**config.mk**
```make
export PLATFORM = sky130hd
export DESIGN_NAME = analog_top
export DESIGN_NICKNAME = d
export VERILOG_FILES = /design/src/rtl/dsp_pkg.sv /design/src/rtl/adc_frontend.sv /design/src/rtl/dac_mixer.sv /design/src/rtl/moving_average.sv /design/src/rtl/cfg_ctrl.sv /design/src/rtl/analog_top.sv
export SDC_FILE = /design/constraint.sdc
export NUM_CORES = 2
export LEC_CHECK = 0
export BUFFER_PORTS_ARGS = -buffer_cell sky130_fd_sc_hd__buf_2
export CAP_MARGIN = 20
export CELL_PAD_IN_SITES_DETAIL_PLACEMENT = 1
export CELL_PAD_IN_SITES_GLOBAL_PLACEMENT = 1
export CORE_MARGIN = 2
export CORE_UTILIZATION = 41
export DETAILED_ROUTE_END_ITERATION = 10
export PLACE_DENSITY = 0.77
export SLEW_MARGIN = 10
export SYNTH_ARGS = -nofsm -noshare
export SYNTH_HDL_FRONTEND = slang
export SYNTH_SLANG_ARGS = --single-unit
```
**constraint.sdc**
```tcl
create_clock -name adc_clk -period 6.4 [get_ports adc_clk]
set_clock_uncertainty 0.1 [all_clocks]
set_input_delay 1.28 -clock adc_clk [delete_from_list [all_inputs] [get_ports adc_clk]]
set_output_delay 1.28 -clock adc_clk [all_outputs]
set_load 0.03 [all_outputs]
```
**src/rtl/dsp_pkg.sv**
```systemverilog
// Widths, types, FSM states and constants of the ADC/DAC datapath, imported by every RTL block
package dsp_pkg;

  //////////////////////////////////////////////////
  // Widths
  //////////////////////////////////////////////////

  localparam int ADC_IN_W = 16;  // ADC word as delivered by the converter
  localparam int DROP_LSB = 2;   // Reserved low bits of the 16-bit word
  localparam int SMP_W    = 14;  // Sample and DAC code width
  localparam int SUM_W    = 15;  // Generator + controller sum, one bit headroom
  localparam int AVG_LEN  = 64;  // Moving average window
  localparam int AVG_LOG2 = 6;   // Window depth as a shift
  localparam int ACC_W    = 20;  // Holds 64 full-scale raw codes

  //////////////////////////////////////////////////
  // Scalar types
  //////////////////////////////////////////////////

  typedef logic        [ADC_IN_W-1:0] adc_word_t;  // Raw pins of one ADC channel
  typedef logic        [SMP_W-1:0]    raw_code_t;  // Unsigned, negative slope
  typedef logic signed [SMP_W-1:0]    smp_t;       // Two's complement sample
  typedef logic signed [SUM_W-1:0]    sum_t;       // Unsaturated sum
  typedef logic        [SMP_W-1:0]    dac_code_t;  // Offset code, negative slope
  typedef logic        [ACC_W-1:0]    acc_t;       // Averager running sum
  typedef logic        [AVG_LOG2-1:0] avg_idx_t;   // Ring position

  //////////////////////////////////////////////////
  // Grouped signals
  //////////////////////////////////////////////////

  typedef struct packed {
    adc_word_t a;  // Channel A word
    adc_word_t b;  // Channel B word
  } adc_in_t;

  // Same layout for ADC, generator, controller and saturated sums
  typedef struct packed {
    smp_t a;
    smp_t b;
  } sample_pair_t;

  typedef struct packed {
    logic loop_en;    // DAC values looped back onto the ADC path
    logic avg_flush;  // Empty the averager window
  } cfg_t;

  // Configuration handshake states
  typedef enum logic [1:0] {
    CFG_IDLE,   // Waiting for a request
    CFG_APPLY,  // Request seen, register loads on the next edge
    CFG_ACK     // Ack held until the request drops
  } cfg_state_t;

  // Sign kept, magnitude bits inverted; works in both directions
  function automatic logic [SMP_W-1:0] slope_flip(input logic [SMP_W-1:0] v);
    slope_flip = {v[SMP_W-1], ~v[SMP_W-2:0]};
  endfunction

  // DAC code for a zero sample
  localparam dac_code_t DAC_ZERO = {1'b0, {(SMP_W-1){1'b1}}};

endpackage

```
**src/rtl/adc_frontend.sv**
```systemverilog
// ADC capture stage: registers both raw codes, converts to two's complement, muxes loopback
`timescale 1ns/1ns

module adc_frontend (
  input  logic                  adc_clk,     // ADC sample clock
  input  logic                  adc_rstn,    // Sync reset, active low
  input  dsp_pkg::adc_in_t      adc_i,       // Both ADC words
  input  logic                  loop_en_i,   // Digital loopback enable
  input  dsp_pkg::sample_pair_t loop_dat_i,  // Saturated DAC-side sums
  output dsp_pkg::raw_code_t    raw_b_o,     // Registered raw B code for the averager
  output dsp_pkg::sample_pair_t adc_o        // Samples toward scope and controller
);

  import dsp_pkg::*;

  //////////////////////////////////////////////////
  // Input registers
  //////////////////////////////////////////////////

  raw_code_t raw_a_q;  // Channel A, reserved bits stripped
  raw_code_t raw_b_q;  // Channel B, reserved bits stripped

  sample_pair_t conv;  // Converted ADC samples

  // Would map onto IOB flops on the board
  always_ff @(posedge adc_clk) begin
    if (!adc_rstn) begin
      raw_a_q <= '0;
      raw_b_q <= '0;
    end else begin
      raw_a_q <= adc_i.a[ADC_IN_W-1:DROP_LSB];  // Top 14 bits only
      raw_b_q <= adc_i.b[ADC_IN_W-1:DROP_LSB];
    end
  end

  //////////////////////////////////////////////////
  // Format conversion and loopback
  //////////////////////////////////////////////////

  // Negative slope offset code into two's complement
  always_comb begin
    conv.a = smp_t'(slope_flip(raw_a_q));
    conv.b = smp_t'(slope_flip(raw_b_q));
  end

  // Loopback is combinational from the mixer sums
  assign adc_o = loop_en_i ? loop_dat_i : conv;

  // Averager works on the unconverted code
  assign raw_b_o = raw_b_q;

endmodule

```
**src/rtl/dac_mixer.sv**
```systemverilog
// DAC side adder: sums generator and controller samples, saturates, registers channel A code
`timescale 1ns/1ns

module dac_mixer (
  input  logic                  adc_clk,   // ADC sample clock
  input  logic                  adc_rstn,  // Sync reset, active low
  input  dsp_pkg::sample_pair_t asg_i,     // Generator samples
  input  dsp_pkg::sample_pair_t pid_i,     // Controller samples
  output dsp_pkg::sample_pair_t sat_o,     // Saturated sums, combinational
  output dsp_pkg::dac_code_t    dac_a_o    // Channel A DAC code
);

  import dsp_pkg::*;

  //////////////////////////////////////////////////
  // Saturation
  //////////////////////////////////////////////////

  // Clamp to the 14-bit range when the two top bits disagree
  function automatic smp_t sat_smp(input sum_t s);
    if (s[SUM_W-1] ^ s[SUM_W-2]) begin
      sat_smp = {s[SUM_W-1], {(SMP_W-1){~s[SUM_W-1]}}};  // Full scale toward the sign
    end else begin
      sat_smp = s[SMP_W-1:0];  // Fits already
    end
  endfunction

  sum_t sum_a;  // Channel A, one bit headroom
  sum_t sum_b;  // Channel B, one bit headroom

  //////////////////////////////////////////////////
  // Adders
  //////////////////////////////////////////////////

  // Sign extended before the add so nothing wraps
  always_comb begin
    sum_a = sum_t'(asg_i.a) + sum_t'(pid_i.a);
    sum_b = sum_t'(asg_i.b) + sum_t'(pid_i.b);
  end

  always_comb begin
    sat_o.a = sat_smp(sum_a);
    sat_o.b = sat_smp(sum_b);
  end

  //////////////////////////////////////////////////
  // Channel A output register
  //////////////////////////////////////////////////

  // Two's complement back to offset, negative slope
  always_ff @(posedge adc_clk) begin
    if (!adc_rstn) begin
      dac_a_o <= DAC_ZERO;  // Mid scale
    end else begin
      dac_a_o <= dac_code_t'(slope_flip(sat_o.a));
    end
  end

  // Channel B sum only leaves through sat_o
  // The B DAC carries the moving average instead

endmodule

```
**src/rtl/moving_average.sv**
```systemverilog
// 64-sample moving average of the raw channel B code, driving the channel B DAC
`timescale 1ns/1ns

module moving_average (
  input  logic               adc_clk,   // ADC sample clock
  input  logic               adc_rstn,  // Sync reset, active low
  input  logic               flush_i,   // Empty the window
  input  dsp_pkg::raw_code_t raw_i,     // Newest registered raw B code
  output dsp_pkg::dac_code_t dac_b_o    // Window mean
);

  import dsp_pkg::*;

  //////////////////////////////////////////////////
  // Storage
  //////////////////////////////////////////////////

  raw_code_t ring_q [AVG_LEN];  // Last 64 raw codes
  avg_idx_t  idx_q;             // Slot of the oldest code
  acc_t      sum_q;             // Sum over the whole ring

  raw_code_t old_code;          // Code about to be replaced
  acc_t      sum_next;          // Sum after this edge

  assign old_code = ring_q[idx_q];

  // Add newest, drop oldest
  // Never underflows since old_code is part of sum_q
  assign sum_next = sum_q + acc_t'(raw_i) - acc_t'(old_code);

  //////////////////////////////////////////////////
  // Ring, sum and output
  //////////////////////////////////////////////////

  always_ff @(posedge adc_clk) begin
    if (!adc_rstn) begin
      for (int k = 0; k < AVG_LEN; k++) begin
        ring_q[k] <= '0;
      end
      idx_q   <= '0;
      sum_q   <= '0;
      dac_b_o <= DAC_ZERO;  // Offset code of zero, like channel A
    end else if (flush_i) begin
      // Window starts from all zeros
      for (int k = 0; k < AVG_LEN; k++) begin
        ring_q[k] <= '0;
      end
      idx_q   <= '0;
      sum_q   <= '0;
      dac_b_o <= '0;  // Empty window averages to code 0
    end else begin
      ring_q[idx_q] <= raw_i;                  // Overwrite oldest
      idx_q         <= idx_q + avg_idx_t'(1);  // Wraps after slot 63
      sum_q         <= sum_next;
      // Previous sum divided by the window, top 14 bits
      dac_b_o       <= dac_code_t'(sum_q >> AVG_LOG2);
    end
  end

  // Latency from raw_i to dac_b_o is two edges
  // One into sum_q, one into the output register

endmodule

```
**src/rtl/cfg_ctrl.sv**
```systemverilog
// Four-phase req/ack configuration port; holds the loopback setting and strobes averager flush
`timescale 1ns/1ns

module cfg_ctrl (
  input  logic          adc_clk,    // ADC sample clock
  input  logic          adc_rstn,   // Sync reset, active low
  input  logic          cfg_req_i,  // Request, held until ack
  input  dsp_pkg::cfg_t cfg_i,      // Stable while cfg_req_i is high
  output logic          cfg_ack_o,  // Ack, drops after the request drops
  output logic          loop_en_o,  // Current loopback setting
  output logic          flush_o     // One cycle averager clear
);

  import dsp_pkg::*;

  //////////////////////////////////////////////////
  // State
  //////////////////////////////////////////////////

  cfg_state_t state_q;  // Handshake phase
  cfg_state_t state_d;
  cfg_t       cfg_q;    // Configuration register

  // Next state
  always_comb begin
    state_d = state_q;
    case (state_q)
      CFG_IDLE: begin
        if (cfg_req_i) begin
          state_d = CFG_APPLY;  // Request sampled high
        end
      end
      CFG_APPLY: begin
        state_d = CFG_ACK;  // Always one cycle
      end
      CFG_ACK: begin
        if (!cfg_req_i) begin
          state_d = CFG_IDLE;  // Requester released
        end
      end
      default: begin
        state_d = CFG_IDLE;
      end
    endcase
  end

  //////////////////////////////////////////////////
  // Registers
  //////////////////////////////////////////////////

  always_ff @(posedge adc_clk) begin
    if (!adc_rstn) begin
      state_q <= CFG_IDLE;
      cfg_q   <= '0;  // Loopback off, no flush
    end else begin
      state_q <= state_d;
      if (state_q == CFG_APPLY) begin
        cfg_q <= cfg_i;  // Loaded together with the ack rising
      end else if (state_q == CFG_ACK) begin
        cfg_q.avg_flush <= 1'b0;  // Flush bit is a strobe
      end
    end
  end

  //////////////////////////////////////////////////
  // Outputs
  //////////////////////////////////////////////////

  assign cfg_ack_o = (state_q == CFG_ACK);  // High for the whole ack phase
  assign loop_en_o = cfg_q.loop_en;         // Held until the next request
  assign flush_o   = cfg_q.avg_flush;       // First ack cycle only

endmodule

```
**src/rtl/analog_top.sv**
```systemverilog
// Analog datapath top: ADC front end, DAC mixer, channel B averager and configuration port
`timescale 1ns/1ns

module analog_top (
  // Clock and reset
  input  logic                  adc_clk,    // ADC sample clock
  input  logic                  adc_rstn,   // Sync reset, active low
  // ADC
  input  dsp_pkg::adc_in_t      adc_i,      // Raw ADC words, both channels
  output dsp_pkg::sample_pair_t adc_o,      // Converted or looped back samples
  // Generator and controller
  input  dsp_pkg::sample_pair_t asg_i,      // Generator samples
  input  dsp_pkg::sample_pair_t pid_i,      // Controller samples
  // DAC
  output dsp_pkg::dac_code_t    dac_a_o,    // Channel A, saturated sum
  output dsp_pkg::dac_code_t    dac_b_o,    // Channel B, moving average
  // Configuration
  input  logic                  cfg_req_i,  // Handshake request
  input  dsp_pkg::cfg_t         cfg_i,      // Requested configuration
  output logic                  cfg_ack_o   // Handshake ack
);

  import dsp_pkg::*;

  //////////////////////////////////////////////////
  // Local signals
  //////////////////////////////////////////////////

  sample_pair_t sat;      // Mixer sums, also the loopback source
  raw_code_t    raw_b;    // Registered raw B code
  logic         loop_en;  // From the configuration register
  logic         flush;    // Averager clear strobe

  //////////////////////////////////////////////////
  // Configuration
  //////////////////////////////////////////////////

  cfg_ctrl i_cfg (
    .adc_clk   (adc_clk  ),
    .adc_rstn  (adc_rstn ),
    .cfg_req_i (cfg_req_i),
    .cfg_i     (cfg_i    ),
    .cfg_ack_o (cfg_ack_o),
    .loop_en_o (loop_en  ),
    .flush_o   (flush    )
  );

  //////////////////////////////////////////////////
  // ADC path
  //////////////////////////////////////////////////

  adc_frontend i_adc (
    .adc_clk    (adc_clk ),
    .adc_rstn   (adc_rstn),
    .adc_i      (adc_i   ),
    .loop_en_i  (loop_en ),
    .loop_dat_i (sat     ),  // DAC values back in
    .raw_b_o    (raw_b   ),
    .adc_o      (adc_o   )
  );

  //////////////////////////////////////////////////
  // DAC path
  //////////////////////////////////////////////////

  dac_mixer i_mix (
    .adc_clk  (adc_clk ),
    .adc_rstn (adc_rstn),
    .asg_i    (asg_i   ),
    .pid_i    (pid_i   ),
    .sat_o    (sat     ),
    .dac_a_o  (dac_a_o )
  );

  // Channel B DAC shows the raw B mean
  moving_average i_avg (
    .adc_clk  (adc_clk ),
    .adc_rstn (adc_rstn),
    .flush_i  (flush   ),
    .raw_i    (raw_b   ),
    .dac_b_o  (dac_b_o )
  );

endmodule

```
==> metrics.md <==
| Metric | Value |
|---|---|
| Worst setup path endpoint | i_avg.sum_q[18]$_SDFF_PN0_ |
| Fmax | 158 MHz |
| EDFF count, synth | 896 |
| Status | finished, final reports clean |
| Fin. max-slew vios | 0 |
| Number of synthesized register bits | 982 |
| CTS tree | built |
| Post-synthesis sequential area ratio | 62.3% |
| Setup-failing EPs final | 0 |
| DRT iter0 DRCs | 4892 |
| Critical path launch point type | flop |
| RD Place Congestion | 0.937 |
| Crit path DAT | 6800 ps |
| Routed Antenna Nets | 0 |
| Final period util | 99.0% |
| CTS H-tree lvls | 3 |
| Vias per cell | 6.53 |
| RSZ-0062 raised after global routing | false |
| Setup TNS | 0 ps |
| Pleak | 0.0175 uW |
| Total CTS buffers | 106 |
| Root Driver | clkbuf_16 |
| Fin. Hold Viols | 0 |
| Main area contributors after synthesis | edfxtp_1 (59%), nor3_1 (9.9%), dfxtp_1 (3.7%), mux4_2 (3.0%), clkbuf_1 (2.5%) |
| Met1 Use GR | 36.3% |
| Worst-path clk slew | 60 ps |
| Rows | 122 |
| Worst VDD drop | 0.225 mV |
| PD cells | 340 nW/um^2 |
| Top_reg_cell synth | edfxtp_1 |
| Post-synth top area cell | edfxtp_1 |
| WL/cell | 31.1 um |
| Slew HR | 26.5% |
| Worst-Skew Late Latency | 720 ps |
| Clk buf depth | 3 |
| # IOs | 150 |
| Tightest Hold Check Type | flop to flop |
| First-pass DRT Iterations | 8 |
| Initial Utilization | 41.4% |
| Slew at the pin closest to its max-slew limit | 1100 ps |
| R2R Path End | i_avg.sum_q[18]$_SDFF_PN0_ |
| Total congestion overflow | 0 |
| Worst R2R Start | i_avg.idx_q[2]$_SDFF_PN0_ |
| Ys async rst share | 0% |
| Routing usage on met3 | 5.87% |
| Final net count | 3956 |
| Mean Syn Cell Area | 12.2 um^2 |
| Area growth syn-to-layout | 13.5% |
| Yosys warns | 0 |
| Die Ht | 339 um |
| Critical Path Start | i_avg.idx_q[2]$_SDFF_PN0_ |
| Die Area | 115000 um^2 |
| Global Route Usage Sum | 28.2% |
| Largest net degree at the start of global routing | 113 |
| # clock sinks | 982 |
| Fill count | 11400 |
| Design Area, Final | 52200 um^2 |
| Core ar. | 111000 um^2 |
| First-pass GRT wire length | 243000 um |
| Worst Reg-to-Reg Cells | 20 |
| Max-cap viol count | 0 |
| Worst setup EP type | flop |
| Crit Path Class | flop to flop |
| Final worst slack | 62.7 ps |
| Crit-path max FO | 14 |
| Placed Area | 48600 um^2 |
| Setup slack on the worst flop-to-flop path | 60 ps |
| Die Wd | 339 um |
| Share of cells above drive strength 1 | 18.9% |
| Vias after detailed routing | 35100 |
| Initial antenna violation count | 7 |
| Busiest layer in global routing | met2 |
| Total routed wirelength | 167000 um |
| Critical Path RT | 6860 ps |
| Synthesized area | 46000 um^2 |
| DRC | 0 |
| Pre-CTS WS | 78.9 ps |
| Vias in the first global route | 36200 |
| Fin crit period | 6340 ps |
| Synthesized Nets | 3919 |
| Share of the synthesized area in the top cell type | 58.5% |
| Distinct cells, synth | 79 |
| # port buffers | 145 |
| Dpl hpwl | 100000 um |
| Routing usage on met2 | 44.9% |
| Syn Inst Count | 3754 |
-- metal layers --
layer	wire length, um	share of wire [%]
met1	61400	37
met2	77900	47
met3	18600	11
met4	8990	5.4
met5	24	0.014
-- timing repair --
item / CTS / global route
buffers inserted: 0 / 1
hold buffers: 0 / 0
gates resized for setup: 0 / 3
setup endpoints to repair: 0 / 2
-- through the flow --
stage	instances	total power, uW	utilization, %	hold WS [ps]
final	5374	17700	47.0	407
after detailed placement	5162	11600	43.8	389
after global placement	5160	11400	43.7	374
after global routing	5373	18200	47.0	424
after floorplan	3754	10100	-	350
after CTS	5361	17700	46.8	408
-- cell families (layout without fill, tap and decap cells) --
family	after synthesis	in the layout	share of synthesized area [%]
xor+xnor	30	30	0.571
mux	210	210	6.53
compound gates	661	661	9.63
buf+inv	533	661	5.15
other cells	0	4	0
flops	982	982	62.3
simple gates	1266	1266	13.6
fa+ha+maj	72	72	2.22
-- cells in the mapped netlist, types with 26 or more instances --
master and n:
edfxtp_1 896, o21ai_0 136, dfxtp_1 86, a22oi_1 124
nor3_1 913, mux4_2 61, ha_1 56, inv_1 76
nand2_1 54, mux2_2 71, mux2i_1 73, nor2_1 155
buf_2 109, clkbuf_1 304, o22ai_1 35, a21oi_1 133
a22o_1 26, a221oi_1 78, and2_1 38
-- cells in the final DEF (no fill, tap or decap), types with 78 or more instances in the layout --
cell type,n
nor2_1,151
buf_2,145
a21oi_1,133
buf_4,218
nor3_1,911
dfxtp_1,83
clkbuf_16,109
a22oi_1,124
edfxtp_1,896
o21ai_1,79
a221oi_1,78
-- worst max-delay path, cell delays in order, from the launching register on --
cell and delay (ps):
dfxtp_4 500, and2_1 540, buf_4 360, a21oi_1 180, a21oi_1 100, o21ai_0 470
o21ai_0 170, nor2_1 340, o21ai_0 380, ha_1 420, inv_1 50, ha_1 230
fa_1 500, a211oi_1 310, o21ai_0 230, nor4b_1 220, o41ai_1 360, a21oi_1 160
a211oi_1 310, xor2_1 170, nor2_1 50
-- worst min-delay path by stage --
stage	slack, ps	cells past startpoint	start	to
3_5_place_dp	390	1	i_avg.sum_q[19]$_SDFF_PN0_	i_avg.dac_b_o[13]$_SDFF_PN0_
6_report	410	1	i_avg.sum_q[19]$_SDFF_PN0_	i_avg.dac_b_o[13]$_SDFF_PN0_
5_1_grt	420	1	i_avg.sum_q[19]$_SDFF_PN0_	i_avg.dac_b_o[13]$_SDFF_PN0_
2_1_floorplan	350	1	i_avg.sum_q[19]$_SDFF_PN0_	i_avg.dac_b_o[13]$_SDFF_PN0_
3_3_place_gp	370	1	i_avg.sum_q[19]$_SDFF_PN0_	i_avg.dac_b_o[13]$_SDFF_PN0_
4_1_cts	410	1	i_avg.sum_q[19]$_SDFF_PN0_	i_avg.dac_b_o[13]$_SDFF_PN0_
-- state kept, by name (all words and copies together), names as in the netlist, 2 cells and up --
register / cells
i_adc.raw_a_q: 14
i_adc.raw_b_o: 14
i_avg.dac_b_o: 14
i_avg.idx_q: 6
i_avg.ring_q: 896
i_avg.sum_q: 20
i_cfg.state_q: 2
i_mix.dac_a_o: 14
-- power by group --
part | switching, uW | leakage (uW) | internal, uW
Combinational | 2660 | 0.00583 | 1280
Sequential | 179 | 0.0100 | 7490
Clock | 2660 | 0.00165 | 3470
Total | 5500 | 0.0175 | 12200
-- area by class of cell --
cell class	count	area, um^2	share of cell area [%]
repair buffers	385	2820	5.40
clock inverters	58	522	1.00
flip-flops and latches	982	28600	54.9
diodes	4	10.0	0.0192
clock buffers	141	2870	5.50
multi-input cells	2239	15200	29.1
inverters	77	289	0.554
well taps	1488	1860	3.57
Note: power is estimated with default switching activity, not from simulation.
